### src/common/b200_core_settings.svh
// control path constants for the b200 core
// stream IDs, demux mask, setting addresses
// compat numbers, magic word and radio count

`ifndef B200_CORE_SETTINGS_SVH
`define B200_CORE_SETTINGS_SVH

// stream IDs, low byte of dst_sid
`define R1_CTRL_SID      8'h20
`define L0_CTRL_SID      8'h40
`define DEMUX_SID_MASK   8'hF0

// settings bus addresses
`define SR_CORE_MISC     8'd16
`define SR_CORE_READBACK 8'd32
`define SR_CORE_GPSDO_ST 8'd40
`define SR_CORE_SYNC     8'd48

// readback identification
`define COMPAT_MAJOR     16'h0010
`define COMPAT_MINOR     16'h0000
`define CORE_MAGIC       32'hACE0BA5E
`define RADIO_STATUS     8'd1

`define CTRL_WIDTH       64

`endif

### src/common/b200_core_pkg.sv
// shared types for the b200 control path
// control word union with header and command views
// readback source select

package b200_core_pkg;

    // first word of every control packet
    typedef struct packed {
        logic [15:0] seqnum;
        logic [15:0] pkt_len;
        logic [15:0] src_sid;
        logic [15:0] dst_sid;
    } ctrl_hdr_t;

    // second word, one settings write
    typedef struct packed {
        logic [23:0] reserved;
        logic [7:0]  set_addr;
        logic [31:0] set_data;
    } ctrl_cmd_t;

    // same 64 bits, read as header or as command
    typedef union packed {
        ctrl_hdr_t hdr;
        ctrl_cmd_t cmd;
    } ctrl_word_u;

    typedef enum logic [1:0] {
        RB_COMPAT = 2'd0,
        RB_SPI    = 2'd1,
        RB_STATUS = 2'd2,
        RB_LOCK   = 2'd3
    } rb_sel_t;

endpackage

### src/common/cvita_stream_if.sv
// valid/ready control stream, one 64 bit word per beat
// source and sink modports

`timescale 1ns/1ns

interface cvita_stream_if;
    import b200_core_pkg::*;

    ctrl_word_u tdata;
    logic       tlast;
    logic       tvalid;
    logic       tready;

    modport source (output tdata, output tlast, output tvalid, input tready);
    modport sink (input tdata, input tlast, input tvalid, output tready);
endinterface

### src/routing/sid_ctrl_demux.sv
// control packet demux
// steers whole packets by masked dst_sid
// to the local processor or the empty slot loopback

`timescale 1ns/1ns
`include "b200_core_settings.svh"

module sid_ctrl_demux (
    input  logic                  bus_clk,
    input  logic                  bus_rst,
    cvita_stream_if.sink          i_ctrl,
    cvita_stream_if.source        o_local,
    cvita_stream_if.source        o_loop
);
    import b200_core_pkg::*;

    ctrl_hdr_t first_hdr;
    logic      hdr_is_loop;
    logic      in_pkt;
    logic      dest_loop_q;
    logic      sel_loop;
    logic      xfer;

    // only meaningful while the first word is on the bus
    assign first_hdr = i_ctrl.tdata.hdr;
    assign hdr_is_loop = ((first_hdr.dst_sid[7:0] & `DEMUX_SID_MASK) == `R1_CTRL_SID);

    // decode on the header, latched value for the rest
    assign sel_loop = in_pkt ? dest_loop_q : hdr_is_loop;
    assign xfer = i_ctrl.tvalid & i_ctrl.tready;

    ////////////////////
    // outputs
    ////////////////////
    assign o_local.tdata  = i_ctrl.tdata;
    assign o_local.tlast  = i_ctrl.tlast;
    assign o_local.tvalid = i_ctrl.tvalid & ~sel_loop;

    assign o_loop.tdata   = i_ctrl.tdata;
    assign o_loop.tlast   = i_ctrl.tlast;
    assign o_loop.tvalid  = i_ctrl.tvalid & sel_loop;

    assign i_ctrl.tready  = sel_loop ? o_loop.tready : o_local.tready;

    // packet tracking
    always_ff @(posedge bus_clk) begin
        if (bus_rst) begin
            in_pkt      <= 1'b0;
            dest_loop_q <= 1'b0;
        end else if (xfer) begin
            in_pkt <= ~i_ctrl.tlast;
            if (!in_pkt) begin
                dest_loop_q <= hdr_is_loop;
            end
        end
    end
endmodule

### src/routing/ctrl_resp_mux.sv
// response merge of processor and loopback streams
// fixed priority to the processor when idle
// grant held until the granted packet ends

`timescale 1ns/1ns

module ctrl_resp_mux (
    input  logic           bus_clk,
    input  logic           bus_rst,
    cvita_stream_if.sink   i_proc,
    cvita_stream_if.sink   i_loop,
    cvita_stream_if.source o_resp
);
    logic busy;
    logic grant_loop_q;
    logic sel_loop;

    // idle: processor wins a tie
    assign sel_loop = busy ? grant_loop_q : (~i_proc.tvalid & i_loop.tvalid);

    ////////////////////
    // data path
    ////////////////////
    assign o_resp.tdata  = sel_loop ? i_loop.tdata  : i_proc.tdata;
    assign o_resp.tlast  = sel_loop ? i_loop.tlast  : i_proc.tlast;
    assign o_resp.tvalid = sel_loop ? i_loop.tvalid : i_proc.tvalid;

    assign i_proc.tready = ~sel_loop & o_resp.tready;
    assign i_loop.tready = sel_loop & o_resp.tready;

    // lock the grant as soon as a word is offered,
    // so a late processor word cannot pull the bus away
    // from a loopback word that is still waiting
    always_ff @(posedge bus_clk) begin
        if (bus_rst) begin
            busy         <= 1'b0;
            grant_loop_q <= 1'b0;
        end else if (o_resp.tvalid) begin
            busy <= ~(o_resp.tready & o_resp.tlast);
            if (!busy) begin
                grant_loop_q <= sel_loop;
            end
        end
    end
endmodule

### src/logic/core_ctrl_proc.sv
// core control processor
// header + command in, one settings write,
// two word response with swapped SIDs and readback

`timescale 1ns/1ns
`include "b200_core_settings.svh"

module core_ctrl_proc (
    input  logic                   bus_clk,
    input  logic                   bus_rst,
    cvita_stream_if.sink           i_ctrl,
    cvita_stream_if.source         o_resp,
    output logic                   o_set_stb,
    output logic [7:0]             o_set_addr,
    output logic [31:0]            o_set_data,
    input  logic [`CTRL_WIDTH-1:0] i_readback
);
    import b200_core_pkg::*;

    localparam logic [15:0] RESP_LEN = 16'd16;

    typedef enum logic [2:0] {
        S_HDR,
        S_CMD,
        S_DRAIN,
        S_STB,
        S_RESP_HDR,
        S_RESP_DATA
    } state_t;

    state_t     state;
    ctrl_hdr_t  hdr_q;
    ctrl_cmd_t  cmd_q;
    ctrl_word_u resp_hdr;
    ctrl_word_u rb_q;
    logic       in_xfer;
    logic       out_xfer;

    assign in_xfer  = i_ctrl.tvalid & i_ctrl.tready;
    assign out_xfer = o_resp.tvalid & o_resp.tready;

    ////////////////////
    // state machine
    ////////////////////
    always_ff @(posedge bus_clk) begin
        if (bus_rst) begin
            state <= S_HDR;
        end else begin
            case (state)
                // header with tlast is dropped
                S_HDR:       if (in_xfer && !i_ctrl.tlast) state <= S_CMD;
                S_CMD:       if (in_xfer) state <= i_ctrl.tlast ? S_STB : S_DRAIN;
                S_DRAIN:     if (in_xfer && i_ctrl.tlast) state <= S_STB;
                S_STB:       state <= S_RESP_HDR;
                S_RESP_HDR:  if (out_xfer) state <= S_RESP_DATA;
                S_RESP_DATA: if (out_xfer) state <= S_HDR;
                default:     state <= S_HDR;
            endcase
        end
    end

    // captured words
    always_ff @(posedge bus_clk) begin
        if (state == S_HDR && in_xfer) begin
            hdr_q <= i_ctrl.tdata.hdr;
        end
        if (state == S_CMD && in_xfer) begin
            cmd_q <= i_ctrl.tdata.cmd;
        end
        // readback after the write, frozen for the data word
        if (state == S_RESP_HDR) begin
            rb_q <= i_readback;
        end
    end

    // response header, src and dst swapped
    always_comb begin
        resp_hdr.hdr.seqnum  = hdr_q.seqnum;
        resp_hdr.hdr.pkt_len = RESP_LEN;
        resp_hdr.hdr.src_sid = hdr_q.dst_sid;
        resp_hdr.hdr.dst_sid = hdr_q.src_sid;
    end

    ////////////////////
    // outputs
    ////////////////////
    assign i_ctrl.tready = (state == S_HDR) || (state == S_CMD) || (state == S_DRAIN);

    assign o_resp.tvalid = (state == S_RESP_HDR) || (state == S_RESP_DATA);
    assign o_resp.tlast  = (state == S_RESP_DATA);
    assign o_resp.tdata  = (state == S_RESP_DATA) ? rb_q : resp_hdr;

    assign o_set_stb  = (state == S_STB);
    assign o_set_addr = cmd_q.set_addr;
    assign o_set_data = cmd_q.set_data;
endmodule

### src/logic/core_settings.sv
// core settings registers
// misc, readback select, gpsdo status, sync
// lock signal double flop and readback mux

`timescale 1ns/1ns
`include "b200_core_settings.svh"

module core_settings (
    input  logic                   bus_clk,
    input  logic                   bus_rst,
    input  logic                   i_set_stb,
    input  logic [7:0]             i_set_addr,
    input  logic [31:0]            i_set_data,
    input  logic [31:0]            i_rb_misc,
    input  logic [1:0]             i_lock_signals,
    output logic [31:0]            o_misc_outs,
    output logic [1:0]             o_pps_select,
    output logic                   o_time_sync,
    output logic [`CTRL_WIDTH-1:0] o_readback
);
    import b200_core_pkg::*;

    logic [31:0] misc_q;
    rb_sel_t     rb_sel;
    logic [7:0]  gpsdo_st;
    logic [2:0]  sync_q;
    logic [1:0]  lock_meta;
    logic [1:0]  lock_sync;

    ////////////////////
    // setting registers
    ////////////////////
    always_ff @(posedge bus_clk) begin
        if (bus_rst) begin
            misc_q <= 32'd0;
            rb_sel <= RB_COMPAT;
            sync_q <= 3'd0;
        end else if (i_set_stb) begin
            case (i_set_addr)
                `SR_CORE_MISC:     misc_q <= i_set_data;
                `SR_CORE_READBACK: rb_sel <= rb_sel_t'(i_set_data[1:0]);
                `SR_CORE_SYNC:     sync_q <= i_set_data[2:0];
                default:           ;
            endcase
        end
    end

    // gpsdo status survives a bus reset
    always_ff @(posedge bus_clk) begin
        if (i_set_stb && i_set_addr == `SR_CORE_GPSDO_ST) begin
            gpsdo_st <= i_set_data[7:0];
        end
    end

    // lock bits come from the frontend
    always_ff @(posedge bus_clk) begin
        if (bus_rst) begin
            lock_meta <= 2'd0;
            lock_sync <= 2'd0;
        end else begin
            lock_meta <= i_lock_signals;
            lock_sync <= lock_meta;
        end
    end

    assign o_misc_outs  = misc_q;
    assign o_time_sync  = sync_q[2];
    assign o_pps_select = sync_q[1:0];

    // readback
    always_comb begin
        case (rb_sel)
            RB_COMPAT: o_readback = {`CORE_MAGIC, `COMPAT_MAJOR, `COMPAT_MINOR};
            // no SPI core in this build
            RB_SPI:    o_readback = '0;
            RB_STATUS: o_readback = {16'd0, `RADIO_STATUS, gpsdo_st, i_rb_misc};
            RB_LOCK:   o_readback = {62'd0, lock_sync};
            default:   o_readback = '0;
        endcase
    end
endmodule

### src/logic/b200_ctrl_core.sv
// b200 core control path top
// SID demux, core processor and settings,
// empty radio slot loopback, response merge

`timescale 1ns/1ns
`include "b200_core_settings.svh"

module b200_ctrl_core (
    input  logic                   bus_clk,
    input  logic                   bus_rst,
    input  logic [`CTRL_WIDTH-1:0] i_ctrl_tdata,
    input  logic                   i_ctrl_tlast,
    input  logic                   i_ctrl_tvalid,
    output logic                   o_ctrl_tready,
    output logic [`CTRL_WIDTH-1:0] o_resp_tdata,
    output logic                   o_resp_tlast,
    output logic                   o_resp_tvalid,
    input  logic                   i_resp_tready,
    input  logic [31:0]            i_rb_misc,
    input  logic [1:0]             i_lock_signals,
    output logic [31:0]            o_misc_outs,
    output logic [1:0]             o_pps_select,
    output logic                   o_time_sync
);
    logic                   set_stb;
    logic [7:0]             set_addr;
    logic [31:0]            set_data;
    logic [`CTRL_WIDTH-1:0] readback;

    cvita_stream_if ctrl_in ();
    cvita_stream_if ctrl_to_proc ();
    cvita_stream_if ctrl_to_loop ();
    cvita_stream_if proc_resp ();
    cvita_stream_if loop_resp ();
    cvita_stream_if resp_out ();

    // external ports onto the streams
    assign ctrl_in.tdata   = i_ctrl_tdata;
    assign ctrl_in.tlast   = i_ctrl_tlast;
    assign ctrl_in.tvalid  = i_ctrl_tvalid;
    assign o_ctrl_tready   = ctrl_in.tready;

    assign o_resp_tdata    = resp_out.tdata;
    assign o_resp_tlast    = resp_out.tlast;
    assign o_resp_tvalid   = resp_out.tvalid;
    assign resp_out.tready = i_resp_tready;

    sid_ctrl_demux u_demux (
        .bus_clk (bus_clk),
        .bus_rst (bus_rst),
        .i_ctrl  (ctrl_in),
        .o_local (ctrl_to_proc),
        .o_loop  (ctrl_to_loop)
    );

    ////////////////////
    // core control
    ////////////////////
    core_ctrl_proc u_proc (
        .bus_clk    (bus_clk),
        .bus_rst    (bus_rst),
        .i_ctrl     (ctrl_to_proc),
        .o_resp     (proc_resp),
        .o_set_stb  (set_stb),
        .o_set_addr (set_addr),
        .o_set_data (set_data),
        .i_readback (readback)
    );

    core_settings u_settings (
        .bus_clk        (bus_clk),
        .bus_rst        (bus_rst),
        .i_set_stb      (set_stb),
        .i_set_addr     (set_addr),
        .i_set_data     (set_data),
        .i_rb_misc      (i_rb_misc),
        .i_lock_signals (i_lock_signals),
        .o_misc_outs    (o_misc_outs),
        .o_pps_select   (o_pps_select),
        .o_time_sync    (o_time_sync),
        .o_readback     (readback)
    );

    // second radio slot is empty, echo its control traffic
    assign loop_resp.tdata     = ctrl_to_loop.tdata;
    assign loop_resp.tlast     = ctrl_to_loop.tlast;
    assign loop_resp.tvalid    = ctrl_to_loop.tvalid;
    assign ctrl_to_loop.tready = loop_resp.tready;

    ctrl_resp_mux u_mux (
        .bus_clk (bus_clk),
        .bus_rst (bus_rst),
        .i_proc  (proc_resp),
        .i_loop  (loop_resp),
        .o_resp  (resp_out)
    );
endmodule

### config.mk
export PLATFORM = sky130hd
export DESIGN_NAME = b200_ctrl_core
export DESIGN_NICKNAME = d
export VERILOG_FILES = /design/src/common/b200_core_pkg.sv /design/src/common/cvita_stream_if.sv /design/src/routing/sid_ctrl_demux.sv /design/src/routing/ctrl_resp_mux.sv /design/src/logic/core_ctrl_proc.sv /design/src/logic/core_settings.sv /design/src/logic/b200_ctrl_core.sv
export VERILOG_INCLUDE_DIRS = /design/src /design/src/common
export SDC_FILE = /design/constraint.sdc
export NUM_CORES = 1
export LEC_CHECK = 0
export CAP_MARGIN = 20
export CORE_AREA = 4 4 181 139
export DETAILED_ROUTE_END_ITERATION = 12
export DIE_AREA = 0 0 185 143
export DONT_BUFFER_PORTS = 1
export PLACE_DENSITY_LB_ADDON = 0.08
export SETUP_SLACK_MARGIN = 0.02
export SLEW_MARGIN = 30
export SYNTH_ARGS = -nofsm -noshare
export SYNTH_HDL_FRONTEND = slang
export SYNTH_HIERARCHICAL = 1
export SYNTH_SLANG_ARGS = --single-unit
### constraint.sdc
create_clock -name bus_clk -period 10.9 [get_ports bus_clk]
set_input_delay 2.18 -clock bus_clk [delete_from_list [all_inputs] [get_ports bus_clk]]
set_output_delay 2.18 -clock bus_clk [all_outputs]
set_load 0.02 [all_outputs]
==> impl_metrics.ini, run 1 <==
[sta]
fin_worst_skew_ns = 0.0118
max_freq_ghz = 0.140
slew_violations = 0
relSlewSlack_pct = 35.6
rsz0062_at_grt = false
final-setup-viol-count = 0
fin_crit_sh_pct = 65.5
fin_crit_ns = 7.14
worst_pin_slew_ns = 0.967
setup_ws_ns = 3.76
finalSetupTns_ns = 0
hold_viol_final = 0

[status]
status = complete, no violations

[floorplan]
io_pins = 205
die_area_um2 = 26500
rows = 49
core_area_um2 = 23500
start_util_pct = 43.7
fp.dieH_um = 143
die_x_um = 185

[run]
drv_cap = 0

[clocking]
cts_sinks = 208
cts_max_path_buffers = 3
root_buffer = clkbuf_16
cts_max_level = 1
cts_tree = yes
cts_resized = 0
ctsHoldBuffers = 0
path_clk_slew_ns = 0.06
cts_buffers = 24
post_cts_buffers = 0
clk_latency_ns = 0.51

[placed_design]
dp_hpwl_um = 13500
dpl_worst_slack_ns = 3.76
dp.cells = 887
port_buffers = 0
gp_congestion = 0.761

[synthesis]
syn_inst = 741
syn_area_um2 = 10300
synth-warning-count = 6
synth_area_per_cell_um2 = 13.9

[route]
drt-wirelength-per-cell_um = 21.9
drc = 0
num_vias = 4713
routed_wl_um = 20500
first_pass_iters = 4
post_drt_via_cell_ratio = 5.05
postRouteAntennaNets = 0
drtIter0Drc = 254

[global_routing]
antenna_found_initial = 1
grt_pass1_vias = 4981
grt_use_total_pct = 14.9
grt_pass1_wl_um = 30500
grt_max_degree = 83
grt_overflow_total = 0

[finish]
multi_input_area_um2 = 3160
fillers = 2159
areaGrowthSynthToFinish_pct = -1.30
nNetsFinal = 710
drive_above_1_share_pct = 23.2
layout.cells.non_filler = 933
regArea_um2 = 5770

[worst_setup_path]
start_kind = input pin
rrSetupSlack_ns = 7.34
worstPathArrival_ns = 4.96
crit_required_ns = 8.72
worstSetupEndpointType = primary output
crit_type = in2out
path_max_fanout = 44

[pwr]
irDropWorstVdd_v = 0.000113
leakage_nw = 3.70
power-per-cell-area_nw_per_um2 = 172

[min_path]
hold_class = reg2reg
final cells by class:
class | instances | share of cell area, %
Antenna cell | 2 | 0.0493
Clock buffer | 34 | 6.69
Clock inverter | 10 | 0.530
Inverter | 8 | 0.296
Multi-Input combinational cell | 356 | 31.1
Sequential cell | 208 | 56.7
Tap cell | 306 | 3.77
Timing Repair Buffer | 9 | 0.788
sequential cells by signal, indices dropped and copies added, names as in the netlist, 3 cells and up:
register and cells:
u_settings/sync_q 3, u_settings/o_misc_outs 32, u_settings/gpsdo_st 8, u_proc/o_set_data 32
u_proc/hdr_q 48, u_proc/o_set_addr 8, u_proc/rb_q 64, u_proc/state 3
critical path, cell delays in order:
cell     delay, ns
or4b_4        0.21
nor2_1        0.04
a21oi_1       0.22
nor2b_1       0.14
nor3b_2       0.19
a21oi_4       0.72
buf_4         0.62
nor2b_1       0.18
mux2_2        0.36
power by group:
part           switching, mW  internal (mW)  total, mW  leakage [nW]
logic                 0.0663         0.0474      0.114          1.36
registers             0.0109          0.881      0.892          1.97
clock network          0.310          0.434      0.745         0.362
cells in the final DEF (no fill, tap or decap), drive strengths merged, types with 9 or more instances in the layout:
master	instances
and3	15
clkbuf	34
conb	11
and2	35
inv	9
edfxtp	160
nand2b	75
dfxtp	48
mux2i	40
buf	9
a21oi	16
mux2	115
nor2b	13
metal layers:
metal	global-route usage [%]	vias to the layer above	part of all wire, %
met2	22.8	142	44
li1	-	2195	-
met1	20.6	2348	45
met3	5.14	28	8.2
met5	0	-	0
met4	3.44	0	1.9
path summary, 6_finish.rpt:
path	start	end	cells past startpoint
worst max-delay path	i_ctrl_tdata[5]	o_ctrl_tready	9
worst min-delay path	u_settings/lock_meta[0]	u_settings/lock_sync[0]	1
worst max register to register	u_proc/state[2]	u_proc/state[0]	10
worst min register to register	u_settings/lock_meta[0]	u_settings/lock_sync[0]	1
through the flow:
step	total power, mW	hold slack, ns	util (%)	instance area, um2
2_1_floorplan	1.04	0.414	-	10300
3_3_place_gp	1.02	0.437	39.9	9400
3_5_place_dp	1.02	0.439	40.0	9420
4_1_cts	1.78	0.454	43.1	10200
5_1_grt	1.82	0.465	43.1	10200
6_report	1.75	0.448	43.2	10200
(Power assumes the default switching activity.)
==> inputs of run 2 (changes only) <==
Settings changed: ABC_AREA set to 1, CORE_AREA 4 4 181 139 to 4 4 180 138, DIE_AREA 0 0 185 143 to 0 0 184 142.
Clock period 10.9 ns to 6.9 ns, I/O delays scaled along.
==> run 2 against run 1 <==
Net effect: global-route usage up 2.9 points; synthesized cell count up 56%; largest cell class unchanged; largest power group unchanged; cell count up 43%; first-iteration DRC count up 37%.
==> impl_metrics.ini, run 2 <==
[synthesis]
syn_inst = 1159
synth_area_per_cell_um2 = 8.83
syn_area_um2 = 10200
synth-warning-count = 6

[clocking]
root_buffer = clkbuf_16
cts_buffers = 23
path_clk_slew_ns = 0.06
cts_sinks = 208
ctsHoldBuffers = 0
post_cts_buffers = 0
cts_max_level = 1
clk_latency_ns = 0.50
cts_tree = yes
cts_max_path_buffers = 3
cts_resized = 0

[global_routing]
grt_pass1_wl_um = 36000
grt_overflow_total = 0
antenna_found_initial = 0
grt_use_total_pct = 17.8
grt_max_degree = 67
grt_pass1_vias = 5955

[floorplan]
io_pins = 205
die_area_um2 = 26100
start_util_pct = 44.6
core_area_um2 = 22900
fp.dieH_um = 142
die_x_um = 184
rows = 48

[sta]
slew_violations = 0
worst_pin_slew_ns = 0.837
finalSetupTns_ns = 0
rsz0062_at_grt = false
max_freq_ghz = 0.216
fin_worst_skew_ns = 0.00818
whs_ns = 0.395
fin_crit_ns = 4.64
fin_crit_sh_pct = 67.2
final-setup-viol-count = 0
relSlewSlack_pct = 44.0
hold_viol_final = 0

[finish]
multi_input_area_um2 = 2650
mostFrequentLayoutCells = nand2_1, edfxtp_1, nor2_1
top_regs = u_proc/rb_q x64, u_proc/hdr_q x48
fillers = 2312
final_common_cell = nand2_1
largest-register = u_proc/rb_q
regArea_um2 = 5770
areaGrowthSynthToFinish_pct = -1.87
diodes = 0
drive_above_1_share_pct = 7.16
nNetsFinal = 1120
largest_reg_flops = 64

[worst_setup_path]
worstSetupEndpointType = primary output
crit_required_ns = 5.52
r2r_cells = 13
r2r-start = u_demux/in_pkt
crit_type = in2out
r2r_end = u_proc/state[1]
worstPathArrival_ns = 3.26
rrSetupSlack_ns = 4.49
path_max_fanout = 33
start_kind = input pin

[min_path]
hold_depth = 2
hold_start = u_settings/lock_meta[0]
hold_class = reg2reg
whs_endpoint = u_settings/lock_sync[0]

[status]
status = complete, no violations

[pwr]
leakage_nw = 4.43
irDropWorstVdd_v = 0.000176
power-per-cell-area_nw_per_um2 = 385

[placed_design]
port_buffers = 0
dp_hpwl_um = 15800
gp_congestion = 0.777

[run]
drv_cap = 0

[route]
drt-wirelength-per-cell_um = 18.1
post_drt_via_cell_ratio = 4.66
routed_wl_um = 24100
num_vias = 6212
postRouteAntennaNets = 0
drc = 0
drtIter0Drc = 347
first_pass_iters = 5
-- run 2: metal layers --
metal | routed length (um) | track usage [%] | vias to the layer above | share of wire [%]
met2 | 9620 | 24.8 | 184 | 40
li1 | - | - | 3134 | -
met1 | 12600 | 28.2 | 2871 | 52
met4 | 298 | 2.92 | 0 | 1.2
met3 | 1630 | 4.68 | 23 | 6.7
met5 | 0 | 0 | - | 0
-- run 2: cell type report --
class                           count  area share (%)
Multi-Input combinational cell    655            26.4
Clock buffer                       35            6.79
Tap cell                          300            3.74
Clock inverter                      6           0.299
Timing Repair Buffer                9           0.872
Sequential cell                   208            57.4
Inverter                          120            4.50
-- run 2: worst max-delay path, stage by stage --
cell     delay [ns]
nor2_2         0.11
nand3_2        0.11
a21oi_2        0.22
nand2_1        0.08
nand2_1        0.09
nand2_2        0.06
inv_2          0.41
buf_4          0.48
nand2_1        0.10
nand2_1        0.19
-- run 2: worst max path at each step --
stage,startpoint,slack (ns),end
floorplan,i_ctrl_tdata[5],0.81,u_proc/o_set_addr[0]
finish,i_ctrl_tdata[7],2.26,o_resp_tdata[20]
global placement,i_ctrl_tdata[7],2.22,o_resp_tdata[4]
global route,i_ctrl_tdata[7],2.00,o_resp_tdata[13]
detailed placement,i_ctrl_tdata[7],2.20,o_resp_tdata[4]
CTS,i_ctrl_tdata[7],2.20,o_resp_tdata[4]
-- run 2: where the power goes --
group	total, mW	switching [mW]	internal [mW]	leakage, nW
logic	1.05	0.844	0.210	2.27
registers	1.65	0.0703	1.58	1.81
clock network	1.16	0.482	0.679	0.356
total	3.87	1.40	2.47	4.43
-- run 2: through the flow --
| stage | cell area (um2) | power [mW] | instances | utilization (%) | setup WS (ns) |
|---|---|---|---|---|---|
| floorplan | 10300 | 2.60 | 1169 | - | 0.808 |
| global placement | 9300 | 2.74 | 1291 | 40.5 | 2.22 |
| detailed placement | 9330 | 2.75 | 1292 | 40.6 | 2.20 |
| CTS | 10000 | 3.92 | 1333 | 43.8 | 2.20 |
| global route | 10000 | 4.08 | 1333 | 43.8 | 2.00 |
| finish | 10000 | 3.87 | 1333 | 43.8 | 2.26 |
==> inputs of run 3 (changes only) <==
Clock period 6.9 ns to 4.5 ns, I/O delays scaled along.
==> run 3 against run 2 <==
Net effect: count of clock-buffer cells in the layout is 4 lower; worst setup slack worse by 1.3 ns; register-to-register slack worse by 2.3 ns; global-route usage is 0.32 points lower; hold slack better by 0.011 ns; critical path type is now reg2out; largest cell class unchanged; largest power group unchanged.
==> impl_metrics.ini, run 3 (synthesis results as in run 2) <==
[sta]
final-setup-viol-count = 0
hold_viol_final = 0
worst_pin_slew_ns = 0.892
whs_ns = 0.406
max_freq_ghz = 0.283
setup_ws_ns = 0.972
fin_crit_ns = 3.53
fin_crit_sh_pct = 78.4
finalSetupTns_ns = 0
fin_worst_skew_ns = 0.00926
relSlewSlack_pct = 40.1
rsz0062_at_grt = false
slew_violations = 0

[worst_setup_path]
rrSetupSlack_ns = 2.21
start_kind = register
path_max_fanout = 32
worst-path-buf-inv = 3
worstSetupEndpointType = primary output
worstPathArrival_ns = 2.63
crit_required_ns = 3.60
crit_type = reg2out
critPathMaxStageDelay_ns = 0.51
cp_num_cells = 9
r2r_cells = 9
critical-path-slowest-cell = dfxtp_1
crit_chain = inv_2 > nor2_4 > nand2_2 > inv_2 > buf_4 > nand2_1 > nand2_1 > nand2_1 > nand2_1
crit_family = buffers and inverters
path_common_cell = nand2_1

[pwr]
power-per-cell-area_nw_per_um2 = 592
irDropWorstVdd_v = 0.000318
total_power_mw = 5.97
leakage_nw = 4.45

[finish]
regArea_um2 = 5770
multi_input_area_um2 = 2660
layout.cells.non_filler = 1335
largest-register = u_proc/rb_q
nNetsFinal = 1123
drive_above_1_share_pct = 7.06
finish.utilization_pct = 44.0
fillers = 2315
mostFrequentLayoutCells = nand2_1, edfxtp_1, nor2_1
top_regs = u_proc/rb_q x64, u_proc/hdr_q x48
final_common_cell = nand2_1
stdcell_area_um2 = 10100
largest_reg_flops = 64
areaGrowthSynthToFinish_pct = -1.38

[clocking]
path_clk_slew_ns = 0.06
post_cts_buffers = 0
cts_sinks = 208
cts_buffers = 22
cts_tree = yes
ctsHoldBuffers = 0
cts_resized = 0
cts_max_level = 1
clk_latency_ns = 0.50
root_buffer = clkbuf_16
cts_max_path_buffers = 3

[placed_design]
dpl_worst_slack_ns = 1.34
dp_hpwl_um = 16000
gp_congestion = 0.772
place_area_um2 = 9390
dp.cells = 1296
port_buffers = 0

[route]
post_drt_via_cell_ratio = 4.64
num_vias = 6191
postRouteAntennaNets = 0
drtIter0Drc = 276
first_pass_iters = 4
drc = 0
routed_wl_um = 23700
drt-wirelength-per-cell_um = 17.7

[global_routing]
grt_max_degree = 65
grt_pass1_wl_um = 35300
grt_pass1_vias = 6046
grt_overflow_total = 0
antenna_found_initial = 1
grt_use_total_pct = 17.5

[floorplan]
fp.dieH_um = 142
start_util_pct = 44.6
io_pins = 205
core_area_um2 = 22900
rows = 48
die_x_um = 184
die_area_um2 = 26100

[run]
drv_cap = 0

[min_path]
hold_class = reg2reg
hold_depth = 2

[status]
status = complete, no violations
==> run 3: worst paths after layout <==
| kind | endpoint | startpoint |
|---|---|---|
| min reg2reg | u_settings/lock_sync[0] | u_settings/lock_meta[0] |
| min | u_settings/lock_sync[0] | u_settings/lock_meta[0] |
| max | o_resp_tdata[2] | u_proc/state[2] |
| max reg2reg | u_settings/o_misc_outs[30] | u_proc/state[1] |
==> run 3: area by class of cell <==
type / count / area share [%]
sequential: 208 / 57.2
clock inverter: 7 / 0.819
clock buffer: 31 / 6.10
tap: 300 / 3.72
multi-input combinational: 655 / 26.4
timing repair buffer: 13 / 1.34
antenna: 1 / 0.0248
inverter: 120 / 4.46
==> run 3: worst min-delay path, stage by stage (launching register included) <==
cell	delay [ns]
dfxtp_1	0.30
inv_1	0.04
nor2_1	0.03
==> run 3: layer usage <==
metal / vias up / GRT usage [%] / wire, um / part of all wire, %
met3: 27 / 5.62 / 2020 / 8.5
li1: 3133 / - / - / -
met1: 2849 / 27.0 / 11900 / 50
met5: - / 0 / 20 / 0.084
met2: 180 / 24.2 / 9410 / 40
met4: 2 / 3.31 / 356 / 1.5
==> run 3: power by group <==
group	switching (mW)	leakage, nW	internal, mW	total, mW
Sequential	0.108	1.81	2.42	2.53
Clock	0.726	0.342	1.06	1.79
Combinational	1.30	2.29	0.356	1.65
Total	2.13	4.45	3.84	5.97
